`config.mk`:
```
export PLATFORM = sky130hd
export DESIGN_NAME = digital_clock_top
export DESIGN_NICKNAME = d
export VERILOG_FILES = /design/src/clock_pkg.sv /design/src/tick_gen.sv /design/src/key_debounce.sv /design/src/mode_ctrl.sv /design/src/hms_keeper.sv /design/src/seven_seg_scan.sv /design/src/digital_clock_top.sv
export SDC_FILE = /design/constraint.sdc
export NUM_CORES = 1
export LEC_CHECK = 0
export BUFFER_PORTS_ARGS = -buffer_cell sky130_fd_sc_hd__buf_2
export CORE_AREA = 2 2 127 129
export DETAILED_ROUTE_END_ITERATION = 8
export DIE_AREA = 0 0 129 131
export PLACE_DENSITY = 0.76
export SYNTH_ARGS = -nofsm -noshare
export SYNTH_HDL_FRONTEND = slang
export SYNTH_HIERARCHICAL = 1
export SYNTH_SLANG_ARGS = --single-unit
export TNS_END_PERCENT = 100
```
`constraint.sdc`:
```
create_clock -name clk -period 6.9 [get_ports clk]
set_clock_uncertainty 0.15 [all_clocks]
set_input_delay 0.69 -clock clk [delete_from_list [all_inputs] [get_ports clk]]
set_output_delay 0.69 -clock clk [all_outputs]
set_load 0.02 [all_outputs]
```
`src/clock_pkg.sv`:
```
// Shared widths, mode and position codes, unit limits, tick divisors and the time word
package clock_pkg;

	// ------------------------------------------------------------
	// Widths and counts
	// ------------------------------------------------------------
	localparam int UNIT_W   = 6;
	localparam int MODE_W   = 2;
	localparam int POS_W    = 2;
	localparam int N_KEYS   = 4;
	localparam int N_DIGITS = 6;
	localparam int SEG_W    = 7;	// a..g, a in the MSB

	// Last value of each unit before it wraps
	localparam logic [UNIT_W-1:0] SEC_MAX  = 6'd59;
	localparam logic [UNIT_W-1:0] MIN_MAX  = 6'd59;
	localparam logic [UNIT_W-1:0] HOUR_MAX = 6'd23;

	// Operating modes
	localparam logic [MODE_W-1:0] MODE_CLOCK = 2'd0;
	localparam logic [MODE_W-1:0] MODE_SETUP = 2'd1;
	localparam logic [MODE_W-1:0] MODE_ALARM = 2'd2;

	// Selected unit, also the index into the unit view
	localparam logic [POS_W-1:0] POS_SEC  = 2'd0;
	localparam logic [POS_W-1:0] POS_MIN  = 2'd1;
	localparam logic [POS_W-1:0] POS_HOUR = 2'd2;

	// Bit of each key in the key vector
	localparam int KEY_MODE  = 0;
	localparam int KEY_POS   = 1;
	localparam int KEY_INC   = 2;
	localparam int KEY_ALARM = 3;

	// ------------------------------------------------------------
	// Divisors for a 50 MHz clk
	// ------------------------------------------------------------
	localparam logic [31:0] SEC_DIV_DEF   = 32'd50_000_000;
	localparam logic [31:0] SCAN_DIV_DEF  = 32'd5_000;
	localparam logic [31:0] BLINK_DIV_DEF = 32'd12_500_000;
	localparam logic [31:0] KEY_DIV_DEF   = 32'd500_000;

	// Time word, read per field by the carry chain or per unit by position
	typedef union packed {
		struct packed {
			logic [UNIT_W-1:0] hour;
			logic [UNIT_W-1:0] min;
			logic [UNIT_W-1:0] sec;
		} field;
		logic [POS_HOUR:POS_SEC][UNIT_W-1:0] unit;
	} hms_time_u;

endpackage

```
`src/tick_gen.sv`:
```
// Clock divider giving a single-cycle enable pulse every DIV clocks
`timescale 1ns/1ps

module tick_gen #(
	parameter int DIV = 2
) (
	input  logic clk,
	input  logic rst_n,
	output logic o_tick
);

	localparam int CNT_W = $clog2(DIV);

	logic [CNT_W-1:0] cnt;

	// Restart on the terminal count
	always_ff @(posedge clk or negedge rst_n) begin
		if (rst_n == 1'b0) begin
			cnt <= '0;
		end else if (o_tick) begin
			cnt <= '0;
		end else begin
			cnt <= cnt + 1'b1;
		end
	end

	assign o_tick = (cnt == CNT_W'(DIV - 1));

endmodule

```
`src/key_debounce.sv`:
```
// Key sampler with two sample stages, stable state and press pulse output
`timescale 1ns/1ps

module key_debounce (
	input  logic                         clk,
	input  logic                         rst_n,
	input  logic                         i_sample,
	input  logic [clock_pkg::N_KEYS-1:0] i_keys,
	output logic [clock_pkg::N_KEYS-1:0] o_press
);

	import clock_pkg::*;

	logic [N_KEYS-1:0] samp_1;
	logic [N_KEYS-1:0] samp_2;
	logic [N_KEYS-1:0] stable;
	logic [N_KEYS-1:0] agree;
	logic [N_KEYS-1:0] rise;

	// Two matching samples decide the stable level
	assign agree = ~(samp_1 ^ samp_2);
	assign rise  = agree & samp_1 & ~stable;

	always_ff @(posedge clk or negedge rst_n) begin
		if (rst_n == 1'b0) begin
			samp_1  <= '0;
			samp_2  <= '0;
			stable  <= '0;
			o_press <= '0;
		end else begin
			o_press <= '0;
			if (i_sample) begin
				samp_1  <= i_keys;
				samp_2  <= samp_1;
				stable  <= (agree & samp_1) | (~agree & stable);
				o_press <= rise;	// low to high only
			end
		end
	end

	// Sample ticks are at least two clocks apart, so a press never stretches
	a_press_single: assert property (@(posedge clk) disable iff (rst_n == 1'b0)
		(o_press & $past(o_press)) == '0);

endmodule

```
`src/mode_ctrl.sv`:
```
// Mode, position and alarm enable registers stepped by key presses
`timescale 1ns/1ps

module mode_ctrl (
	input  logic                         clk,
	input  logic                         rst_n,
	input  logic [clock_pkg::N_KEYS-1:0] i_press,
	output logic [clock_pkg::MODE_W-1:0] o_mode,
	output logic [clock_pkg::POS_W-1:0]  o_position,
	output logic                         o_alarm_en
);

	import clock_pkg::*;

	// ------------------------------------------------------------
	// CLOCK -> SETUP -> ALARM -> CLOCK
	// ------------------------------------------------------------
	always_ff @(posedge clk or negedge rst_n) begin
		if (rst_n == 1'b0) begin
			o_mode <= MODE_CLOCK;
		end else if (i_press[KEY_MODE]) begin
			o_mode <= (o_mode >= MODE_ALARM) ? MODE_CLOCK : o_mode + 1'b1;
		end
	end

	// Sec -> min -> hour -> sec
	always_ff @(posedge clk or negedge rst_n) begin
		if (rst_n == 1'b0) begin
			o_position <= POS_SEC;
		end else if (i_press[KEY_POS]) begin
			o_position <= (o_position >= POS_HOUR) ? POS_SEC : o_position + 1'b1;
		end
	end

	always_ff @(posedge clk or negedge rst_n) begin
		if (rst_n == 1'b0) begin
			o_alarm_en <= 1'b0;
		end else if (i_press[KEY_ALARM]) begin
			o_alarm_en <= ~o_alarm_en;
		end
	end

	// Codes 3 are never reached, whatever the press sequence
	a_mode_range: assert property (@(posedge clk) disable iff (rst_n == 1'b0)
		o_mode <= MODE_ALARM);
	a_pos_range: assert property (@(posedge clk) disable iff (rst_n == 1'b0)
		o_position <= POS_HOUR);

endmodule

```
`src/hms_keeper.sv`:
```
// Time of day and alarm time registers, carry chain, unit setting and alarm latch
`timescale 1ns/1ps

module hms_keeper (
	input  logic                         clk,
	input  logic                         rst_n,
	input  logic                         i_sec_tick,
	input  logic                         i_inc,
	input  logic [clock_pkg::MODE_W-1:0] i_mode,
	input  logic [clock_pkg::POS_W-1:0]  i_position,
	input  logic                         i_alarm_en,
	output clock_pkg::hms_time_u         o_disp_time,
	output logic                         o_alarm
);

	import clock_pkg::*;

	hms_time_u         tod;
	hms_time_u         alarm_time;
	hms_time_u         tod_next;
	logic [UNIT_W-1:0] pos_max;
	logic              pos_valid;
	logic              time_match;

	function automatic logic [UNIT_W-1:0] wrap_inc(
		input logic [UNIT_W-1:0] val,
		input logic [UNIT_W-1:0] limit
	);
		return (val >= limit) ? '0 : val + 1'b1;
	endfunction

	function automatic logic in_range(input hms_time_u t);
		return (t.field.sec <= SEC_MAX) && (t.field.min <= MIN_MAX) &&
			(t.field.hour <= HOUR_MAX);
	endfunction

	// ------------------------------------------------------------
	// One second forward, carries settle in the same cycle
	// ------------------------------------------------------------
	always_comb begin
		tod_next = tod;
		tod_next.field.sec = wrap_inc(tod.field.sec, SEC_MAX);
		if (tod.field.sec == SEC_MAX) begin
			tod_next.field.min = wrap_inc(tod.field.min, MIN_MAX);
			if (tod.field.min == MIN_MAX) begin
				tod_next.field.hour = wrap_inc(tod.field.hour, HOUR_MAX);
			end
		end
	end

	// Limit of the unit under the cursor
	always_comb begin
		case (i_position)
			POS_HOUR: pos_max = HOUR_MAX;
			POS_MIN:  pos_max = MIN_MAX;
			default:  pos_max = SEC_MAX;
		endcase
	end

	assign pos_valid = (i_position <= POS_HOUR);

	// Time stands still while it is being set
	always_ff @(posedge clk or negedge rst_n) begin
		if (rst_n == 1'b0) begin
			tod <= '0;
		end else if (i_mode == MODE_SETUP) begin
			if (i_inc && pos_valid) begin
				tod.unit[i_position] <= wrap_inc(tod.unit[i_position], pos_max);
			end
		end else if (i_sec_tick) begin
			tod <= tod_next;
		end
	end

	always_ff @(posedge clk or negedge rst_n) begin
		if (rst_n == 1'b0) begin
			alarm_time <= '0;
		end else if ((i_mode == MODE_ALARM) && i_inc && pos_valid) begin
			alarm_time.unit[i_position] <= wrap_inc(alarm_time.unit[i_position], pos_max);
		end
	end

	// ------------------------------------------------------------
	// Alarm latch, held until the enable drops
	// ------------------------------------------------------------
	assign time_match = (tod == alarm_time);

	always_ff @(posedge clk or negedge rst_n) begin
		if (rst_n == 1'b0) begin
			o_alarm <= 1'b0;
		end else begin
			o_alarm <= i_alarm_en & (o_alarm | time_match);
		end
	end

	assign o_disp_time = (i_mode == MODE_ALARM) ? alarm_time : tod;

	a_unit_limits: assert property (@(posedge clk) disable iff (rst_n == 1'b0)
		in_range(tod) && in_range(alarm_time));

endmodule

```
`src/seven_seg_scan.sv`:
```
// Digit split, segment decoder, six-digit scan and blink of the selected pair
`timescale 1ns/1ps

module seven_seg_scan (
	input  logic                           clk,
	input  logic                           rst_n,
	input  logic                           i_scan_tick,
	input  logic                           i_blink_tick,
	input  logic [clock_pkg::MODE_W-1:0]   i_mode,
	input  logic [clock_pkg::POS_W-1:0]    i_position,
	input  clock_pkg::hms_time_u           i_time,
	output logic [clock_pkg::N_DIGITS-1:0] o_seg_enb,
	output logic [clock_pkg::SEG_W-1:0]    o_seg
);

	import clock_pkg::*;

	localparam int IDX_W = $clog2(N_DIGITS);

	logic [IDX_W-1:0]  digit_idx;
	logic              blink;
	logic [POS_W-1:0]  pair;
	logic [UNIT_W-1:0] unit_val;
	logic [3:0]        digit_val;
	logic              blank;

	// Active-low segment codes, a in the MSB
	function automatic logic [SEG_W-1:0] seg_decode(input logic [3:0] num);
		case (num)
			4'd0:    return 7'b000_0001;
			4'd1:    return 7'b100_1111;
			4'd2:    return 7'b001_0010;
			4'd3:    return 7'b000_0110;
			4'd4:    return 7'b100_1100;
			4'd5:    return 7'b010_0100;
			4'd6:    return 7'b010_0000;
			4'd7:    return 7'b000_1111;
			4'd8:    return 7'b000_0000;
			4'd9:    return 7'b000_1100;
			default: return 7'b111_1111;
		endcase
	endfunction

	// ------------------------------------------------------------
	// Scan index and blink phase
	// ------------------------------------------------------------
	always_ff @(posedge clk or negedge rst_n) begin
		if (rst_n == 1'b0) begin
			digit_idx <= '0;
		end else if (i_scan_tick) begin
			digit_idx <= (digit_idx == IDX_W'(N_DIGITS - 1)) ? '0 : digit_idx + 1'b1;
		end
	end

	always_ff @(posedge clk or negedge rst_n) begin
		if (rst_n == 1'b0) begin
			blink <= 1'b0;
		end else if (i_blink_tick) begin
			blink <= ~blink;
		end
	end

	// ------------------------------------------------------------
	// Digit select and decode
	// ------------------------------------------------------------
	// Two digits per unit, so the upper index bits give the position code
	assign pair      = digit_idx[IDX_W-1:1];
	assign unit_val  = i_time.unit[pair];
	assign digit_val = digit_idx[0] ? 4'(unit_val / UNIT_W'(10)) : 4'(unit_val % UNIT_W'(10));

	// Selected pair goes dark in the second half of the blink period
	assign blank = (i_mode != MODE_CLOCK) && blink && (pair == i_position);

	assign o_seg_enb = blank ? '1 : ~(N_DIGITS'(1) << digit_idx);
	assign o_seg     = seg_decode(digit_val);

	a_one_digit: assert property (@(posedge clk) disable iff (rst_n == 1'b0)
		$onehot0(~o_seg_enb));

endmodule

```
`src/digital_clock_top.sv`:
```
// Top level with the tick dividers, key debounce, mode control, time keeper and display scan
`timescale 1ns/1ps

module digital_clock_top #(
	parameter int SEC_DIV   = clock_pkg::SEC_DIV_DEF,
	parameter int SCAN_DIV  = clock_pkg::SCAN_DIV_DEF,
	parameter int BLINK_DIV = clock_pkg::BLINK_DIV_DEF,
	parameter int KEY_DIV   = clock_pkg::KEY_DIV_DEF
) (
	input  logic                           clk,
	input  logic                           rst_n,
	input  logic [clock_pkg::N_KEYS-1:0]   i_keys,
	output logic [clock_pkg::N_DIGITS-1:0] o_seg_enb,
	output logic [clock_pkg::SEG_W-1:0]    o_seg,
	output logic                           o_alarm
);

	import clock_pkg::*;

	logic              sec_tick;
	logic              scan_tick;
	logic              blink_tick;
	logic              key_tick;
	logic [N_KEYS-1:0] press;
	logic [MODE_W-1:0] mode;
	logic [POS_W-1:0]  position;
	logic              alarm_en;
	hms_time_u         disp_time;

	// ------------------------------------------------------------
	// Tick enables, all on clk
	// ------------------------------------------------------------
	tick_gen #(.DIV(SEC_DIV))   u_sec_tick   (.clk(clk), .rst_n(rst_n), .o_tick(sec_tick));
	tick_gen #(.DIV(SCAN_DIV))  u_scan_tick  (.clk(clk), .rst_n(rst_n), .o_tick(scan_tick));
	tick_gen #(.DIV(BLINK_DIV)) u_blink_tick (.clk(clk), .rst_n(rst_n), .o_tick(blink_tick));
	tick_gen #(.DIV(KEY_DIV))   u_key_tick   (.clk(clk), .rst_n(rst_n), .o_tick(key_tick));

	key_debounce u_key_debounce (
		.clk      (clk),
		.rst_n    (rst_n),
		.i_sample (key_tick),
		.i_keys   (i_keys),
		.o_press  (press)
	);

	mode_ctrl u_mode_ctrl (
		.clk        (clk),
		.rst_n      (rst_n),
		.i_press    (press),
		.o_mode     (mode),
		.o_position (position),
		.o_alarm_en (alarm_en)
	);

	hms_keeper u_hms_keeper (
		.clk         (clk),
		.rst_n       (rst_n),
		.i_sec_tick  (sec_tick),
		.i_inc       (press[KEY_INC]),
		.i_mode      (mode),
		.i_position  (position),
		.i_alarm_en  (alarm_en),
		.o_disp_time (disp_time),
		.o_alarm     (o_alarm)
	);

	seven_seg_scan u_seven_seg_scan (
		.clk          (clk),
		.rst_n        (rst_n),
		.i_scan_tick  (scan_tick),
		.i_blink_tick (blink_tick),
		.i_mode       (mode),
		.i_position   (position),
		.i_time       (disp_time),
		.o_seg_enb    (o_seg_enb),
		.o_seg        (o_seg)
	);

endmodule

```
## After elaboration in Yosys (flattened, before gate mapping)

Memory sizes are Yosys's and may differ from the RTL's.
Cells that the tools add are included.

| storage, ports and cells | value |
|---|---|
| register bits | 144 |
| memory bits (read-only) | 112 |
| output and inout port bits | 14 |
| logic and storage cells | 116 |
| memories kept | 1 |

Memory list:

| memory | words | bits a word | read ports | clocked after memory_dff | write ports | RTL line | text |
|---|---|---|---|---|---|---|---|
| (no name shown) | 16 | 7 | 1 | 0 | 0 | seven_seg_scan.sv:29 | `case (num)` |

| operators by class | value |
|---|---|
| add/sub/neg operators | 12 |
| divide/modulo/power cells | 2 |
| magnitude comparators | 11 |
| eq/ne operators | 13 |
| shift-type cells | 1 |
| mux-type cells | 32 |
| bitwise gates (word level) | 13 |
| reductions and logical operators | 13 |

Operators with widths:

| operator | count |
|---|---|
| 18-bit 2-to-1 mux | 4 |
| 6-bit 2-to-1 mux | 12 |
| 6-bit binary-select mux with 2-bit select | 3 |
| 18-bit bitwise mux | 2 |
| 6-bit by 1-bit adder with 6-bit output, second input constant | 5 |
| 26-bit by 1-bit adder with 26-bit output, second input constant | 1 |
| 26-bit equality test, second input constant | 1 |
| 26-bit 2-to-1 mux | 1 |
| 24-bit by 1-bit adder with 24-bit output, second input constant | 1 |
| 24-bit equality test, second input constant | 1 |
| 24-bit 2-to-1 mux | 1 |
| 19-bit by 1-bit adder with 19-bit output, second input constant | 1 |
| 19-bit equality test, second input constant | 1 |
| 19-bit 2-to-1 mux | 1 |
| 18-bit equality test | 1 |
| 13-bit by 1-bit adder with 13-bit output, second input constant | 1 |
| 13-bit equality test, second input constant | 1 |
| 13-bit 2-to-1 mux | 1 |
| 4-bit AND | 3 |
| 6-bit demux with 2-bit select | 1 |
| 6-bit equality test, second input constant | 2 |
| 6-bit greater-or-equal comparator | 2 |
| 6-bit greater-or-equal comparator, second input constant | 2 |
| 12-bit 2-to-1 mux | 1 |
| other kinds (30) | 47 |

## Logic depth before layout (Yosys ltp)

Gate-level depths: netlist of run 1.

| logic depth | value |
|---|---|
| word-level depth | 7 |
| mapped depth | 21 |
| depth with buffers taken out | 18 |

## By module

The synthesis of run 1 kept the hierarchy.

Modules (own cells, without submodules):

| module | times used | cells an instance | area an instance (um^2) | sequential area each (um^2) |
|---|---|---|---|---|
| hms_keeper | 1 | 325 | 2,982.9 | 925.9 |
| tick_gen at u_sec_tick | 1 | 134 | 1,337.5 | 650.6 |
| seven_seg_scan | 1 | 157 | 1,293.7 | 100.1 |
| tick_gen at u_blink_tick | 1 | 116 | 1,177.4 | 600.6 |
| tick_gen at u_key_tick | 1 | 85 | 917.1 | 475.5 |
| key_debounce | 1 | 44 | 695.7 | 400.4 |
| tick_gen at u_scan_tick | 1 | 54 | 608.1 | 325.3 |
| mode_ctrl | 1 | 16 | 196.4 | 125.1 |

## Worst setup path before layout of run 1

OpenSTA, ideal clock, no wires.

| timing | value |
|---|---|
| path type | reg-to-output |
| start | reg u_mode_ctrl/o_mode[1] in the netlist's numbering |
| end | out o_seg[3] in the netlist's numbering |
| arrival | 4.878 ns |
| data required time | 6.060 ns |
| slack | 1.182 ns |
| cell stages (with the launch flop) | 20 |
| cell sequence | dfrtp_1 -> nor2b_1 -> buf_1 -> buf_1 -> mux2_2 -> mux2i_2 -> o21ai_2 -> inv_2 -> ha_1 -> a21oi_1 -> nor3_1 -> or4_4 -> a32oi_4 -> o22ai_1 -> a41o_1 -> ha_1 -> nand3_1 -> nand3_1 -> o41ai_1 -> a31oi_1 |

RTL lines:

| what | RTL line | text |
|---|---|---|
| start, declared | mode_ctrl.sv:8 | `output logic [clock_pkg::MODE_W-1:0] o_mode,` |
| start signal, assigned | mode_ctrl.sv:22 | `o_mode <= (o_mode >= MODE_ALARM) ? MODE_CLOCK : o_mode + 1'b1;` |
| end, declared | digital_clock_top.sv:14 | `output logic [clock_pkg::SEG_W-1:0] o_seg,` |

==> load_flow_metrics.sql, run 1 <==
INSERT INTO impl_metrics (metric_group, metric, value, unit) VALUES
('cts', 'clock_tree.htree_level_count', '4', ''),
('floorplanning', 'die_height', '131', 'µm'),
('power', 'ir_drop', '0.225', 'mV'),
('yosys', 'yosys.cell_count.top_type', 'dfrtp_1', ''),
('global_routing', 'number_of_antenna_violations_at_the_first_check_in_global_routing', '0', ''),
('drt', 'first_iter_violations', '517', ''),
('yosys', 'post-synth-top-area-cell', 'dfrtp_1', ''),
('yosys', 'netlist_area', '0.00921', 'mm²'),
('sta', 'timing.final.max_slew_violations', '0', ''),
('layout', 'finish.utilization', '64.1', '%'),
('worst_setup_path', 'critical_path.reg2reg.endpoint', 'u_hms_keeper/tod[15]$_DFFE_PN0P_', ''),
('floorplanning', 'floorplan.io_pins', '20', ''),
('yosys', 'synth.yosys.seq_area_share', '39.1', '%'),
('layout', 'drive_gt1_share', '14.9', '%'),
('worst_setup_path', 'crit_path_end', 'o_seg[3]', ''),
('floorplanning', 'die_area', '0.0169', 'mm²'),
('floorplanning', 'die-width', '129', 'µm'),
('worst_setup_path', 'startpoint', 'u_mode_ctrl/o_mode[1]$_DFFE_PN0P_', ''),
('global_routing', 'global_routing_usage_on_met1', '35.2', '%'),
('layout', 'antenna-diode-count', '0', ''),
('power', 'power_density', '179', 'mW/mm²'),
('sta', 'grt_setup_unrepaired', 'false', ''),
('worst_setup_path', 'critical_path_arrival', '5.18', 'ns'),
('global_routing', 'most_utilized_layer_in_the_global_route_result', 'met2', ''),
('drt', 'routed_wl_per_cell', '16.7', 'µm'),
('worst_setup_path', 'reg2reg_slack', '2.65', 'ns'),
('yosys', 'synth_cell_type_count', '100', ''),
('yosys', 'ys_async_sr_fraction', '100', '%'),
('worst_setup_path', 'crit_path_top_delay_cell', 'or4_4', ''),
('yosys', 'synthesis.area_per_instance', '9.89', 'µm²'),
('placement', 'io_buffer_count', '19', ''),
('worst_setup_path', 'crit_chain', 'nor2b_1 -> buf_4 -> mux2_2 -> mux2i_2 -> o21ai_2 -> inv_2 -> ha_1 -> a21oi_1 -> nor3_1 -> or4_4 -> a32oi_4 -> o22ai_1 -> a41o_1 -> ha_1 -> o41ai_1 -> a31oi_1 -> buf_2', ''),
('layout', 'fin_nets', '969', ''),
('cts', 'clock-sinks', '144', ''),
('worst_setup_path', 'cp_num_cells', '17', ''),
('yosys', 'postSynthNetCount', '964', ''),
('worst_setup_path', 'path_buf_inv', '3', ''),
('cts', 'clock_path_buffers', '2', ''),
('sta', 'worst-slew-pin-transition', '1.16', 'ns'),
('drt', 'post_detailed_routing_wire_length', '19500', 'µm'),
('placement', 'hpwlAfterDp', '13400', 'µm'),
('global_routing', 'grt_start_max_net_pins', '80', ''),
('sta', 'timing.final.crit_period', '6.02', 'ns'),
('drt', 'postRouteAntennaNets', '0', ''),
('drt', 'via_per_inst', '6.17', ''),
('yosys', 'synth_top_area_share', '39.1', '%'),
('cts', 'cts_hold_repair.buffers', '0', ''),
('worst_setup_path', 'cpMostUsedCell', 'ha_1', ''),
('sta', 'setup_viol', '0', ''),
('yosys', 'yosys-top-cells-area', 'dfrtp_1 (39%), xor2_1 (3.9%), ha_1 (3.7%)', ''),
('floorplanning', 'initial_utilization', '59.0', '%'),
('global_routing', 'first_global_vias', '6628', ''),
('worst_setup_path', 'worstSetupStartpointType', 'register', ''),
('worst_setup_path', 'worst_r2r_start', 'u_mode_ctrl/o_position[1]$_DFFE_PN0P_', ''),
('yosys', 'synth_ff_type', 'dfrtp_1', ''),
('global_routing', 'gr-total-overflow', '0', ''),
('global_routing', 'grtUsageTotal', '23.9', '%'),
('worst_setup_path', 'cpPeakStageDelay', '0.53', 'ns'),
('global_routing', 'groute.layer.met3.usage', '4.48', '%'),
('global_routing', 'globalRouteMet2Util', '35.8', '%'),
('power', 'power.static_leakage', '4.32', 'nW'),
('worst_setup_path', 'category_of_the_worst_setup_path_capture_point', 'output port', ''),
('sta', 'layout_worst_path_cycle_share', '87.3', '%'),
('flow_run', 'cap_violations', '0', ''),
('cts', 'cts_resized', '0', ''),
('sta', 'max-slew-margin-rel', '22.2', '%'),
('yosys', 'synth-warning-count', '6', ''),
('yosys', 'ys_ff_latch', '144', ''),
('worst_setup_path', 'timing.reg2reg.worst_path_depth', '9', ''),
('run_status', 'status', 'complete, no violations', ''),
('worst_setup_path', 'critical_path_class', 'register to output port', '');
cells in the final DEF (no fill, tap or decap), types with 8 or more instances in the layout:
| cell | count |
|---|---|
| or4_1 | 15 |
| o21ai_0 | 35 |
| xor2_1 | 41 |
| a21oi_1 | 44 |
| nor4_1 | 15 |
| buf_2 | 18 |
| dfrtp_1 | 144 |
| nor3_1 | 18 |
| inv_1 | 22 |
| or3_1 | 15 |
| ha_1 | 27 |
| nor2_1 | 64 |
| nand2b_1 | 10 |
| clkbuf_16 | 17 |
| nor2b_1 | 12 |
| nand4_1 | 24 |
| xnor2_1 | 35 |
| mux2i_1 | 21 |
| nand2_1 | 68 |
| nand3_1 | 52 |
| o211ai_1 | 8 |
| o31ai_1 | 18 |
| mux2_2 | 20 |
| mux2_4 | 12 |
| and3_1 | 15 |
worst min-delay path by stage:
stage                   from                                   to
floorplan              rst_n        u_blink_tick/cnt[0]$_DFF_PN0_
global placement    register  u_key_debounce/o_press[0]$_DFF_PN0_
detailed placement  register  u_key_debounce/o_press[3]$_DFF_PN0_
CTS                    rst_n          u_sec_tick/cnt[7]$_DFF_PN0_
global route           rst_n         u_sec_tick/cnt[16]$_DFF_PN0_
finish                 rst_n          u_sec_tick/cnt[7]$_DFF_PN0_
report_power, final:
group / switching (mW) / leakage [nW] / internal, mW
Sequential: 0 / 1.95 / 0.844
Clock: 0.380 / 0.289 / 0.550
Combinational: 0.0156 / 2.07 / 0.00174
logic make-up (layout without fill, tap and decap cells):
logic type,count (synthesis),after routing,share of synthesized area (%)
compound gates,200,200,16.7
xor+xnor,76,76,7.23
fa+ha+maj,27,27,3.67
buf+inv,61,79,3.33
flops,144,144,39.1
mux,55,55,7.08
simple gates,368,368,22.9
cell type report:
| type | count | area, µm² | share of cell area [%] |
|---|---|---|---|
| multi-input cells | 726 | 5300 | 53.1 |
| flip-flops and latches | 144 | 3600 | 36.0 |
| clock buffers | 19 | 443 | 4.43 |
| well taps | 216 | 270 | 2.70 |
| clock inverters | 13 | 151 | 1.51 |
| repair buffers | 23 | 131 | 1.31 |
| inverters | 24 | 92.6 | 0.926 |
sequential cells by signal, indices dropped and copies added (netlist names), named ones only:
register and cells:
u_blink_tick/cnt 24, u_hms_keeper/alarm_time 18, u_hms_keeper/o_alarm 1, u_hms_keeper/tod 18, u_key_debounce/o_press 4, u_key_debounce/samp_1 4
u_key_debounce/samp_2 4, u_key_tick/cnt 19, u_mode_ctrl/o_alarm_en 1, u_mode_ctrl/o_mode 2, u_mode_ctrl/o_position 2, u_scan_tick/cnt 13
u_sec_tick/cnt 26, u_seven_seg_scan/blink 1, u_seven_seg_scan/digit_idx 3
through the flow:
step	hold slack (ns)	instance area (µm²)	cells	total power [mW]	setup slack [ns]
2_1_floorplan	0.244	9210	931	0.860	1.18
3_5_place_dp	0.275	9400	1133	0.879	1.40
4_1_cts	0.170	10000	1165	1.81	0.925
5_1_grt	0.212	10000	1165	1.85	0.508
3_3_place_gp	0.270	9400	1133	0.879	1.50
6_report	0.146	10000	1165	1.79	0.875
routing by layer:
metal  share of wire (%)  wire length, µm  up-vias
met4                 2.3              441        0
met5                   0                0        -
met3                 4.8              934       35
li1                    -                -     3481
met1                  48             9360     3483
met2                  45             8740      185
No activity file was read; power rests on OpenSTA's default activity.
==> run 2: changes to the inputs <==
--- a/config.mk
+++ b/config.mk
@@ -9,7 +9,7 @@
 export CORE_AREA = 2 2 127 129
 export DETAILED_ROUTE_END_ITERATION = 8
 export DIE_AREA = 0 0 129 131
-export PLACE_DENSITY = 0.76
+export PLACE_DENSITY_LB_ADDON = 0.1
 export SYNTH_ARGS = -nofsm -noshare
 export SYNTH_HDL_FRONTEND = slang
 export SYNTH_HIERARCHICAL = 1
==> load_flow_metrics.sql, run 2 (synthesis gave the netlist of run 1 again) <==
INSERT INTO impl_metrics (metric_group, metric, value, unit) VALUES
('worst_setup_path', 'critPathTopFamily', 'simple AND/OR/NAND/NOR gates', ''),
('sta', 'max-slew-margin-rel', '23.4', '%'),
('layout', 'reg.largest.list', 'u_sec_tick/cnt x26, u_blink_tick/cnt x24, u_key_tick/cnt x19', ''),
('floorplanning', 'cell_row_count', '46', ''),
('power', 'power.static_leakage', '4.30', 'nW'),
('drt', 'postRouteAntennaNets', '0', ''),
('cts', 'tritoncts', 'yes', ''),
('layout', 'design_area', '0.00999', 'mm²'),
('hold_path', 'hold_class', 'input pin to asynchronous set/reset pin', ''),
('layout', 'drive_gt1_share', '14.7', '%'),
('drt', 'drc_errors', '0', ''),
('drt', 'via_per_inst', '6.28', ''),
('cts', 'worst_setup_hold_path_clk_slew', '0.06', 'ns'),
('global_routing', 'grt_start_max_net_pins', '99', ''),
('cts', 'clock_path_buffers', '2', ''),
('worst_setup_path', 'worst_r2r_start', 'u_mode_ctrl/o_position[1]$_DFFE_PN0P_', ''),
('sta', 'final.hold.worst_slack', '0.224', 'ns'),
('global_routing', 'gr-total-overflow', '0', ''),
('layout', 'regMostFlops', 'u_sec_tick/cnt', ''),
('placement', 'postPlaceCellArea', '0.00941', 'mm²'),
('floorplanning', 'core_region_area', '0.0156', 'mm²'),
('placement', 'hpwlAfterDp', '14300', 'µm'),
('worst_setup_path', 'timing.reg2reg.worst_path_depth', '8', ''),
('cts', 'insertion_delay', '0.43', 'ns'),
('power', 'power_density', '177', 'mW/mm²'),
('floorplanning', 'die_area', '0.0169', 'mm²'),
('cts', 'clock_tree.htree_level_count', '4', ''),
('global_routing', 'grtUsageTotal', '25.3', '%'),
('worst_setup_path', 'worstSetupStartpointType', 'register', ''),
('worst_setup_path', 'reg2reg_slack', '2.61', 'ns'),
('sta', 'final.setup.tns', '0', 'ns'),
('worst_setup_path', 'critical_path_peak_fanout', '9', ''),
('cts', 'cts_resized', '0', ''),
('layout', 'layout-area-overhead-vs-synth', '8.48', '%'),
('sta', 'final_count_of_hold_timing_violations', '0', ''),
('layout', 'antenna-diode-count', '0', ''),
('worst_setup_path', 'cp_num_cells', '19', ''),
('power', 'ir_drop', '0.163', 'mV'),
('drt', 'vias', '7323', ''),
('layout', 'layout_common_cells', 'dfrtp_1 (144), nand2_1 (68), nor2_1 (64)', ''),
('layout', 'largest_register_ffs', '26', ''),
('worst_setup_path', 'crit_path_top_delay_cell', 'nor3_1', ''),
('floorplanning', 'initial_utilization', '59.0', '%'),
('sta', 'max_freq', '160', 'MHz'),
('worst_setup_path', 'path_buf_inv', '3', ''),
('worst_setup_path', 'critical_path.reg2reg.endpoint', 'u_hms_keeper/tod[3]$_DFFE_PN0P_', ''),
('run_status', 'status', 'complete, no violations', ''),
('floorplanning', 'floorplan.io_pins', '20', ''),
('worst_setup_path', 'critical_path_class', 'register to output port', ''),
('placement', 'routabilityCongestion', '0.965', ''),
('drt', 'post_detailed_routing_wire_length', '20500', 'µm'),
('sta', 'worst-slew-pin-transition', '1.14', 'ns'),
('floorplanning', 'die-width', '129', 'µm'),
('cts', 'clock-sinks', '144', ''),
('drt', 'drt_first_pass_iters', '7', ''),
('layout', 'layout_commonest_cell', 'dfrtp_1', ''),
('sta', 'timing.final.max_slew_violations', '0', ''),
('sta', 'grt_setup_unrepaired', 'false', ''),
('cts', 'clock-root-buffer', 'clkbuf_16', ''),
('sta', 'layout_worst_path_cycle_share', '90.7', '%'),
('worst_setup_path', 'critical_path_arrival', '5.42', 'ns'),
('floorplanning', 'die_height', '131', 'µm'),
('layout', 'fin_nets', '970', ''),
('global_routing', 'number_of_antenna_violations_at_the_first_check_in_global_routing', '0', ''),
('power', 'fin_total_pwr', '1.77', 'mW'),
('cts', 'cts_hold_repair.buffers', '0', ''),
('worst_setup_path', 'crit_chain', 'nor2b_1 -> mux2_2 -> mux2i_1 -> o2bb2ai_2 -> inv_4 -> ha_1 -> nor2b_1 -> o211ai_1 -> a21oi_1 -> nor2_1 -> a21oi_1 -> nor3_1 -> inv_1 -> ha_1 -> nand3_1 -> nand3_1 -> o41ai_1 -> a31oi_1 -> buf_2', ''),
('global_routing', 'grt_first_pass_wirelength', '34300', 'µm'),
('cts', 'cts_setup_buffers', '0', ''),
('sta', 'timing.final.crit_period', '6.26', 'ns'),
('worst_setup_path', 'cpPeakStageDelay', '0.55', 'ns'),
('worst_setup_path', 'critPathRequiredTime', '6.06', 'ns'),
('cts', 'numCtsBuffers', '17', ''),
('drt', 'first_iter_violations', '693', ''),
('placement', 'io_buffer_count', '19', ''),
('global_routing', 'first_global_vias', '7005', ''),
('worst_setup_path', 'category_of_the_worst_setup_path_capture_point', 'output port', ''),
('flow_run', 'cap_violations', '0', ''),
('sta', 'setup_viol', '0', ''),
('drt', 'routed_wl_per_cell', '17.6', 'µm');
[run 2: cell count changes in the layout (fill, tap and decap cells not counted)]
cell / previous run / this run
clkbuf_1: 1 / 3
clkinvlp_4: 2 / 4
inv_8: 2 / 0
buf_4: 4 / 5
clkinv_2: 2 / 1
inv_6: 4 / 3
[run 2: power by group]
group / internal, mW / total, mW / switching [mW]
logic: 0.00173 / 0.0178 / 0.0161
clock network: 0.545 / 0.910 / 0.366
registers: 0.845 / 0.845 / 0
[run 2: per-stage QoR]
stage / util (%) / cells / setup WS (ns)
6_report: 64.0 / 1166 / 0.641
5_1_grt: 64.0 / 1166 / 0.206
3_5_place_dp: 60.3 / 1134 / 1.21
4_1_cts: 64.0 / 1166 / 0.724
2_1_floorplan: - / 931 / 1.18
3_3_place_gp: 60.3 / 1134 / 1.42
[run 2: how the worst max path moves through the flow]
stage                                      startpoint  endpoint  slack, ns
floorplan           u_mode_ctrl/o_mode[1]$_DFFE_PN0P_  o_seg[3]       1.18
detailed placement  u_mode_ctrl/o_mode[1]$_DFFE_PN0P_  o_seg[3]       1.21
global placement    u_mode_ctrl/o_mode[1]$_DFFE_PN0P_  o_seg[3]       1.42
finish              u_mode_ctrl/o_mode[1]$_DFFE_PN0P_  o_seg[3]       0.64
CTS                 u_mode_ctrl/o_mode[1]$_DFFE_PN0P_  o_seg[3]       0.72
global route        u_mode_ctrl/o_mode[1]$_DFFE_PN0P_  o_seg[3]       0.21
[run 2: per-layer routing]
metal  global-route usage (%)  vias to the layer above  wire length (µm)
met5                        0                        -                 0
met4                     7.03                        0               329
met3                     4.64                       32               899
met1                     34.6                     3585              9450
li1                         -                     3487                 -
met2                     41.6                      219              9840
[run 2: area by class of cell]
class                      instances  area, µm²
clock buffer                      21        450
clock inverter                    11        130
fill                            1226       5610
inverter                          24       92.6
multi-input combinational        726       5300
sequential                       144       3600
tap                              216        270
timing repair buffer              24        139
